[config.mk]
export PLATFORM = sky130hd
export DESIGN_NAME = htable_cuckoo_top
export DESIGN_NICKNAME = d
export VERILOG_FILES = /design/src/hdl/htable_pkg.sv /design/src/hdl/db_pkg.sv /design/src/hdl/htable_tbl_intf.sv /design/src/hdl/htable_cuckoo_top.sv /design/src/hdl/htable_cuckoo_core.sv /design/src/hdl/htable_store.sv
export SDC_FILE = /design/constraint.sdc
export NUM_CORES = 2
export LEC_CHECK = 0
export BUFFER_PORTS_ARGS = -buffer_cell sky130_fd_sc_hd__clkbuf_2
export CORE_MARGIN = 4
export CORE_UTILIZATION = 40
export CTS_CLUSTER_SIZE = 20
export DETAILED_ROUTE_END_ITERATION = 10
export GPL_ROUTABILITY_DRIVEN = 0
export GPL_TIMING_DRIVEN = 0
export PLACE_DENSITY = 0.64
export SLEW_MARGIN = 10
export SYNTH_ARGS = -nofsm -noshare
export SYNTH_HDL_FRONTEND = slang
export SYNTH_HIERARCHICAL = 1
export SYNTH_SLANG_ARGS = --single-unit
[constraint.sdc]
create_clock -name clk -period 21.6 [get_ports clk]
set_clock_uncertainty 0.15 [all_clocks]
set_input_delay 3.24 -clock clk [delete_from_list [all_inputs] [get_ports clk]]
set_output_delay 3.24 -clock clk [all_outputs]
set_load 0.01 [all_outputs]
[src/hdl/htable_pkg.sv]
package htable_pkg;

    // ============================
    // Default geometry
    // ============================

    localparam int KEY_WID   = 32;
    localparam int VALUE_WID = 32;

    // Slot index width, 16 slots per table
    localparam int HASH_WID  = 4;

    // Table i hashes on key bits [i*HASH_WID +: HASH_WID]
    localparam int NUM_TABLES = 2;

    // ============================
    // Entry types
    // ============================

    typedef logic [KEY_WID-1:0]   key_t;
    typedef logic [VALUE_WID-1:0] value_t;
    typedef logic [HASH_WID-1:0]  hash_t;

endpackage

[src/hdl/db_pkg.sv]
package db_pkg;

    // ============================
    // Control operations
    // ============================

    // Set covers both insert and replace
    // Unset returns the old value
    typedef enum logic [1:0] {
        OP_GET   = 2'd0,
        OP_SET   = 2'd1,
        OP_UNSET = 2'd2,
        OP_CLEAR = 2'd3
    } db_op_t;

    // ============================
    // Response status
    // ============================

    // FULL when a set finds no matching key and no empty slot
    typedef enum logic {
        ST_OK   = 1'b0,
        ST_FULL = 1'b1
    } db_status_t;

endpackage
[src/hdl/htable_tbl_intf.sv]
interface htable_tbl_intf #(
    parameter int HASH_WID = htable_pkg::HASH_WID
) ();
    import htable_pkg::*;

    // Control read port
    logic                rd_en;
    logic [HASH_WID-1:0] rd_addr;
    logic                rd_valid;
    key_t                rd_key;
    value_t              rd_value;

    // Lookup read port
    logic                lk_en;
    logic [HASH_WID-1:0] lk_addr;
    logic                lk_valid;
    key_t                lk_key;
    value_t              lk_value;

    // Single write port
    logic                wr_en;
    logic [HASH_WID-1:0] wr_addr;
    logic                wr_valid;
    key_t                wr_key;
    value_t              wr_value;

    // Clearing sweep
    logic                init;
    logic                init_done;

    modport core (
        output rd_en, rd_addr, lk_en, lk_addr,
        output wr_en, wr_addr, wr_valid, wr_key, wr_value, init,
        input  rd_valid, rd_key, rd_value, lk_valid, lk_key, lk_value, init_done
    );

    modport store (
        input  rd_en, rd_addr, lk_en, lk_addr,
        input  wr_en, wr_addr, wr_valid, wr_key, wr_value, init,
        output rd_valid, rd_key, rd_value, lk_valid, lk_key, lk_value, init_done
    );

endinterface

[src/hdl/htable_cuckoo_top.sv]
module htable_cuckoo_top #(
    parameter int NUM_TABLES = htable_pkg::NUM_TABLES,
    parameter int HASH_WID   = htable_pkg::HASH_WID
) (
    input  logic               clk,
    input  logic               rst_n,
    output logic               init_done,
    input  logic               ctrl_valid,
    output logic               ctrl_ready,
    input  db_pkg::db_op_t     ctrl_op,
    input  htable_pkg::key_t   ctrl_key,
    input  htable_pkg::value_t ctrl_value,
    output logic               resp_valid,
    output logic               resp_found,
    output htable_pkg::value_t resp_value,
    output db_pkg::db_status_t resp_status,
    input  logic               lookup_valid,
    output logic               lookup_ready,
    input  htable_pkg::key_t   lookup_key,
    output logic               lookup_resp_valid,
    output logic               lookup_found,
    output htable_pkg::value_t lookup_value
);

    // One link per table between the core and its store
    htable_tbl_intf #(.HASH_WID(HASH_WID)) tbl_if [NUM_TABLES] ();

    htable_cuckoo_core #(
        .NUM_TABLES (NUM_TABLES),
        .HASH_WID   (HASH_WID)
    ) u_core (
        .clk               (clk),
        .rst_n             (rst_n),
        .init_done         (init_done),
        .ctrl_valid        (ctrl_valid),
        .ctrl_ready        (ctrl_ready),
        .ctrl_op           (ctrl_op),
        .ctrl_key          (ctrl_key),
        .ctrl_value        (ctrl_value),
        .resp_valid        (resp_valid),
        .resp_found        (resp_found),
        .resp_value        (resp_value),
        .resp_status       (resp_status),
        .lookup_valid      (lookup_valid),
        .lookup_ready      (lookup_ready),
        .lookup_key        (lookup_key),
        .lookup_resp_valid (lookup_resp_valid),
        .lookup_found      (lookup_found),
        .lookup_value      (lookup_value),
        .tbl               (tbl_if)
    );

    for (genvar i = 0; i < NUM_TABLES; i++) begin : g_store
        htable_store #(
            .HASH_WID (HASH_WID)
        ) u_store (
            .clk   (clk),
            .rst_n (rst_n),
            .tbl   (tbl_if[i])
        );
    end

endmodule

[src/hdl/htable_cuckoo_core.sv]
module htable_cuckoo_core #(
    parameter int NUM_TABLES = htable_pkg::NUM_TABLES,
    parameter int HASH_WID   = htable_pkg::HASH_WID
) (
    input  logic                   clk,
    input  logic                   rst_n,
    output logic                   init_done,
    input  logic                   ctrl_valid,
    output logic                   ctrl_ready,
    input  db_pkg::db_op_t         ctrl_op,
    input  htable_pkg::key_t       ctrl_key,
    input  htable_pkg::value_t     ctrl_value,
    output logic                   resp_valid,
    output logic                   resp_found,
    output htable_pkg::value_t     resp_value,
    output db_pkg::db_status_t     resp_status,
    input  logic                   lookup_valid,
    output logic                   lookup_ready,
    input  htable_pkg::key_t       lookup_key,
    output logic                   lookup_resp_valid,
    output logic                   lookup_found,
    output htable_pkg::value_t     lookup_value,
    htable_tbl_intf.core           tbl [NUM_TABLES]
);
    import db_pkg::*;
    import htable_pkg::*;

    localparam int SEL_WID = (NUM_TABLES > 1) ? $clog2(NUM_TABLES) : 1;

    typedef enum logic [2:0] {IDLE, READ, DECIDE, WRITE, CLEAR} state_t;

    state_t state;

    // Latched control request
    db_op_t req_op;
    key_t   req_key;
    value_t req_value;

    logic               ctrl_accept;
    logic               lookup_accept;
    logic               clear_start;
    logic               wr_do;
    logic [SEL_WID-1:0] wr_sel;

    // Per-table read results
    logic [NUM_TABLES-1:0] store_done;
    logic [NUM_TABLES-1:0] rd_hit;
    logic [NUM_TABLES-1:0] rd_free;
    logic [NUM_TABLES-1:0] lk_hit;
    value_t                rd_value_arr [NUM_TABLES];
    value_t                lk_value_arr [NUM_TABLES];

    logic               hit;
    logic               free;
    logic [SEL_WID-1:0] hit_idx;
    logic [SEL_WID-1:0] free_idx;
    logic [SEL_WID-1:0] lk_idx;

    logic s1_valid;
    key_t s1_key;

    // Lowest set bit wins
    function automatic logic [SEL_WID-1:0] first_set(input logic [NUM_TABLES-1:0] vec);
        logic [SEL_WID-1:0] idx;
        idx = '0;
        for (int i = NUM_TABLES - 1; i >= 0; i--) begin
            if (vec[i]) begin
                idx = SEL_WID'(i);
            end
        end
        return idx;
    endfunction

    assign init_done     = &store_done;
    assign ctrl_ready    = (state == IDLE) && init_done && !resp_valid;
    assign lookup_ready  = init_done;
    assign ctrl_accept   = ctrl_valid && ctrl_ready;
    assign lookup_accept = lookup_valid && lookup_ready;
    assign clear_start   = ctrl_accept && (ctrl_op == OP_CLEAR);

    // ============================
    // Table connections
    // ============================

    for (genvar i = 0; i < NUM_TABLES; i++) begin : g_tbl
        assign tbl[i].rd_en    = (state == READ);
        assign tbl[i].rd_addr  = req_key[i*HASH_WID +: HASH_WID];
        assign tbl[i].lk_en    = lookup_accept;
        assign tbl[i].lk_addr  = lookup_key[i*HASH_WID +: HASH_WID];
        assign tbl[i].wr_en    = (state == WRITE) && wr_do && (wr_sel == SEL_WID'(i));
        assign tbl[i].wr_addr  = req_key[i*HASH_WID +: HASH_WID];
        assign tbl[i].wr_valid = (req_op == OP_SET);
        assign tbl[i].wr_key   = req_key;
        assign tbl[i].wr_value = req_value;
        assign tbl[i].init     = clear_start;

        assign store_done[i]   = tbl[i].init_done;
        assign rd_hit[i]       = tbl[i].rd_valid && (tbl[i].rd_key == req_key);
        assign rd_free[i]      = !tbl[i].rd_valid;
        assign lk_hit[i]       = tbl[i].lk_valid && (tbl[i].lk_key == s1_key);
        assign rd_value_arr[i] = tbl[i].rd_value;
        assign lk_value_arr[i] = tbl[i].lk_value;
    end

    assign hit      = |rd_hit;
    assign free     = |rd_free;
    assign hit_idx  = first_set(rd_hit);
    assign free_idx = first_set(rd_free);
    assign lk_idx   = first_set(lk_hit);

    // ============================
    // Control FSM
    // ============================

    always_ff @(posedge clk) begin
        if (!rst_n) begin
            state      <= IDLE;
            resp_valid <= 1'b0;
            wr_do      <= 1'b0;
        end else begin
            resp_valid <= 1'b0;
            case (state)
                IDLE: begin
                    if (ctrl_accept) begin
                        state <= (ctrl_op == OP_CLEAR) ? CLEAR : READ;
                    end
                end
                READ: state <= DECIDE;
                DECIDE: begin
                    // Existing key first, else the lowest empty slot
                    wr_do <= ((req_op == OP_SET) && (hit || free)) ||
                             ((req_op == OP_UNSET) && hit);
                    if (req_op == OP_GET) begin
                        resp_valid <= 1'b1;
                        state      <= IDLE;
                    end else begin
                        state <= WRITE;
                    end
                end
                WRITE: begin
                    resp_valid <= 1'b1;
                    state      <= IDLE;
                end
                CLEAR: begin
                    if (init_done) begin
                        resp_valid <= 1'b1;
                        state      <= IDLE;
                    end
                end
                default: state <= IDLE;
            endcase
        end
    end

    // Request and response payload
    always_ff @(posedge clk) begin
        if (ctrl_accept) begin
            req_op    <= ctrl_op;
            req_key   <= ctrl_key;
            req_value <= ctrl_value;
        end
        if (state == DECIDE) begin
            wr_sel      <= hit ? hit_idx : free_idx;
            resp_found  <= hit;
            resp_value  <= hit ? rd_value_arr[hit_idx] : '0;
            resp_status <= ((req_op == OP_SET) && !hit && !free) ? ST_FULL : ST_OK;
        end
        if (state == CLEAR) begin
            resp_found  <= 1'b0;
            resp_value  <= '0;
            resp_status <= ST_OK;
        end
    end

    // ============================
    // Lookup pipeline
    // ============================

    always_ff @(posedge clk) begin
        if (!rst_n) begin
            s1_valid          <= 1'b0;
            lookup_resp_valid <= 1'b0;
        end else begin
            s1_valid          <= lookup_accept;
            lookup_resp_valid <= s1_valid;
        end
    end

    // Stage 2 compares against the key held from stage 1
    always_ff @(posedge clk) begin
        if (lookup_accept) begin
            s1_key <= lookup_key;
        end
        lookup_found <= |lk_hit;
        lookup_value <= (|lk_hit) ? lk_value_arr[lk_idx] : '0;
    end

endmodule

[src/hdl/htable_store.sv]
module htable_store #(
    parameter int HASH_WID = htable_pkg::HASH_WID
) (
    input logic          clk,
    input logic          rst_n,
    htable_tbl_intf.store tbl
);
    import htable_pkg::*;

    localparam int DEPTH = 2 ** HASH_WID;

    logic   mem_valid [DEPTH];
    key_t   mem_key   [DEPTH];
    value_t mem_value [DEPTH];

    logic                sweeping;
    logic [HASH_WID-1:0] sweep_cnt;

    // ============================
    // Clearing sweep
    // ============================

    // One slot per cycle, init_done follows a cycle after the last slot
    always_ff @(posedge clk) begin
        if (!rst_n || tbl.init) begin
            sweeping      <= 1'b1;
            sweep_cnt     <= '0;
            tbl.init_done <= 1'b0;
        end else begin
            if (sweeping) begin
                sweep_cnt <= sweep_cnt + 1'b1;
                if (sweep_cnt == HASH_WID'(DEPTH - 1)) begin
                    sweeping <= 1'b0;
                end
            end
            tbl.init_done <= !sweeping;
        end
    end

    // ============================
    // Storage and read ports
    // ============================

    always_ff @(posedge clk) begin
        if (sweeping) begin
            mem_valid[sweep_cnt] <= 1'b0;
        end else if (tbl.wr_en) begin
            mem_valid[tbl.wr_addr] <= tbl.wr_valid;
            mem_key[tbl.wr_addr]   <= tbl.wr_key;
            mem_value[tbl.wr_addr] <= tbl.wr_value;
        end

        // Reads see the contents from before a same-cycle write
        if (tbl.rd_en) begin
            tbl.rd_valid <= mem_valid[tbl.rd_addr];
            tbl.rd_key   <= mem_key[tbl.rd_addr];
            tbl.rd_value <= mem_value[tbl.rd_addr];
        end
        if (tbl.lk_en) begin
            tbl.lk_valid <= mem_valid[tbl.lk_addr];
            tbl.lk_key   <= mem_key[tbl.lk_addr];
            tbl.lk_value <= mem_value[tbl.lk_addr];
        end
    end

endmodule

==> key figures <==
Global routing
  – Grt ovf: 0
  – Total GRT Usage: 0.234
  – Number of global-route vias before repair: 63600
  – First-pass GRT wire length: 474000 um
  – Initial antenna violation count: 16
  – Pin count of the biggest net entering global routing: 66

CTS
  – # hold bufs at CTS: 0
  – CTS buffer count: 249
  – CTS Root Cell: clkbuf_16
  – Clk sink count: 2525
  – H-tree Lvls: 4
  – CTS tree: done
  – Worst-path clk slew: 70 ps
  – PostCTS Resize Cnt: 0
  – Postcts setup bufs: 0
  – Max Buffers Root-to-Sink: 4
  – Clock network latency to the later pin of the worst-skew pair: 910 ps

Die
  – Core Box Area: 0.274 mm^2
  – Die height: 532 um
  – Rows: 192
  – Die area: 0.283 mm^2
  – Initial Util: 0.402
  – Die X: 532 um
  – Ports: 174

STA
  – FMAX: 0.165 GHz
  – Setup_tns: 0 ps
  – Hold WS: 271 ps
  – Max-Slew Margin vs Limit: 0.00981
  – RSZ-0062 raised after global routing: false
  – Minimum clock period after layout: 6050 ps
  – Final hold viol count: 0
  – # setup viols final: 0
  – Final period util: 0.280
  – Slew Limit Fails: 0
  – Slew @ Worst Pin: 1490 ps

Drt
  – Vias/cell: 6.27
  – Detailed-route via count: 62100
  – Final wirelength: 338000 um
  – Final ANT Viol Nets: 0
  – Drt wl/cell: 34.2 um
  – Detailed Route Iter0 Violations: 8895
  – DRC: 0
  – First drt pass iteration count: 6

Critical path
  – Worst setup path category: reg -> out
  – R2R setup slack: 16720 ps
  – Worst endpoint required time: 18210 ps
  – Critical path startpoint: u_core/state[2]$_SDFFE_PN0P_
  – Crit path capture type: primary output
  – Critical path peak fanout: 6
  – Worst EP arrival: 2660 ps
  – Critical R2R Capture: g_store[1].u_store/mem_value[12][16]$_DFFE_PP_
  – Reg-to-reg critical path startpoint: u_core/state[1]$_SDFFE_PN0P_
  – Critical path launch point type: flip-flop
  – Reg2reg path depth: 9

Min path
  – Hold Crit Class: reg -> reg
  – Min-Delay Path Depth: 1
  – Hold Startpoint: u_core/s1_valid$_SDFF_PN0_
  – Hold Crit Endpoint: u_core/lookup_resp_valid$_SDFF_PN0_

Logic synthesis
  – Mapped Cells: 5485
  – Register area share after synthesis: 0.682
  – Post-Syn Area: 0.110 mm^2
  – Post-Syn Area per Cell: 20.0 um^2
  – Post-synth EDFFs: 2439
  – Distinct cells, synth: 49
  – Dominant synthesized flop cell: edfxtp_1
  – Ys async rst share: 0
  – Post-synth net total: 5589
  – Synthesis-stage register bit count: 2525
  – YS warnings: 6

Power and ir drop
  – Pleak: 0.0406 uW
  – Flop pwr share: 0.527
  – Comb pwr share: 0.032
  – NetSw: 2100 uW
  – Cell Int Power: 8000 uW
  – Clock network power share: 0.441
  – Worst ir drop on vdd: 0.0649 mV
  – Sw frac: 0.208
  – Power Dens Cells: 79.7 mW/mm^2

Cells and area
  – Fill cells: 22600
  – Layout Utilization: 0.463
  – Final Cell Area: 0.127 mm^2
  – Nets@finish: 6190
  – Area delta synth->final: 15.3%
  – Fraction of layout cells with a size suffix above 1: 0.324

Placement
  – IO Port Bufs: 173
  – Detail Placement HPWL: 231000 um
  – Placed cell areas: 0.118 mm^2

Flow run
  – Maxcap violations: 0

Status
  – Status: finished clean
-- worst max-delay path, stage by stage, from the launching register on --
cell	delay, ps
dfxtp_1	360
nor3_1	930
nor3b_1	290
clkbuf_2	180
-- sequential cells by signal (all words and copies together) (netlist names), 2 cells and up --
name,cells
g_store.u_store/mem_key,1024
g_store.u_store/mem_valid,32
g_store.u_store/mem_value,1024
g_store.u_store/sweep_cnt,8
g_store.u_store/sweeping,2
g_store.u_store/tbl.init_done,2
g_store.u_store/tbl.lk_key,64
g_store.u_store/tbl.lk_valid,2
g_store.u_store/tbl.lk_value,64
g_store.u_store/tbl.rd_key,64
g_store.u_store/tbl.rd_valid,2
g_store.u_store/tbl.rd_value,64
u_core/lookup_value,32
u_core/req_op,2
u_core/resp_value,32
u_core/s1_key,32
u_core/state,3
u_core/tbl.wr_key,32
u_core/tbl.wr_value,32
-- synth_stat cells, types with 16 or more instances --
master / instances / share of area
mux2i_1: 35 / 0.0032
nor4_1: 24 / 0.0014
xnor2_1: 44 / 0.0035
a21oi_1: 37 / 0.0017
dfxtp_1: 86 / 0.016
nor3_1: 17 / 0.00077
nor2b_1: 16 / 0.00091
clkbuf_1: 153 / 0.0052
inv_1: 46 / 0.0016
nand2b_1: 16 / 0.00091
buf_2: 76 / 0.0035
mux4_2: 1040 / 0.21
buf_1: 87 / 0.0030
buf_6: 40 / 0.0041
edfxtp_1: 2439 / 0.67
xor2_1: 80 / 0.0064
nor2_1: 143 / 0.0049
buf_4: 117 / 0.0080
o31ai_1: 32 / 0.0022
a22oi_1: 523 / 0.036
nand2_1: 340 / 0.012
-- kinds of logic after synthesis --
group | synth area share
flops | 0.682
mux | 0.216
compound gates | 0.0420
simple gates | 0.0241
buf+inv | 0.0254
xor+xnor | 0.00988
fa+ha+maj | 0.000228
-- per-layer routing --
metal  wire length (um)  up-vias  GRT usage
met4              20500        4      0.127
met3              32500      810     0.0367
met5                 79        -    0.00152
li1                   -    24500          -
met2             164000     3773      0.379
met1             121000    33000      0.303
-- cell usage in the layout (no fill, tap or decap), types with 14 or more instances in the layout --
cell and count:
xor2_1 80, a21oi_1 37, buf_6 79, clkinv_2 53, a22oi_1 523, o31ai_1 32, bufinv_16 32, nand4_1 14
buf_4 165, clkbuf_16 254, nor4_1 23, clkbuf_1 187, nor2_1 119, dfxtp_1 86, buf_12 48, xnor2_1 44
edfxtp_1 2439, buf_2 76, nand2b_1 16, nor2b_1 16, buf_16 39, buf_1 87, mux4_2 1040, clkinv_1 47
clkbuf_2 176, nor2_4 24, mux2i_1 35, nand2_1 340, inv_1 46
-- area by class of cell --
cell class / count / area (um^2) / share of cell area
inverter: 48 / 180 / 0.00142
tap: 3589 / 4490 / 0.0354
sequential: 2525 / 75000 / 0.592
antenna: 11 / 27.5 / 0.000217
buffer: 473 / 2610 / 0.0206
multi-input combinational: 2439 / 32400 / 0.256
timing repair buffer: 350 / 3740 / 0.0296
clock buffer: 302 / 6650 / 0.0525
clock inverter: 157 / 1630 / 0.0129
-- worst max-delay path by stage --
stage / slack (ps) / endpoint / cells past startpoint
after floorplan: 14690 / g_store[1].u_store/tbl.lk_key[0]$_DFFE_PP_ / 2
after global placement: 8150 / g_store[1].u_store/mem_value[8][14]$_DFFE_PP_ / 4
after detailed placement: 14870 / g_store[0].u_store/tbl.lk_key[15]$_DFFE_PP_ / 8
after CTS: 15550 / ctrl_ready / 3
after global routing: 15510 / ctrl_ready / 3
final: 15550 / ctrl_ready / 3
-- power by group through the flow --
stage	Clock (uW)	Combinational [uW]	Sequential, uW
floorplan	0	198	5420
global placement	0	320	5430
detailed placement	0	322	5430
CTS	4510	324	5320
global route	4710	341	5320
finish	4450	325	5320
-- per-stage QoR --
stage	power (uW)	worst slack, ps	instances
2_1_floorplan	5620	14690	5485
3_5_place_dp	5750	14870	9423
4_1_cts	10200	15550	9882
6_report	10100	15550	9894
3_3_place_gp	5750	8150	9247
5_1_grt	10400	15510	9891
(Power assumes the default switching activity.)
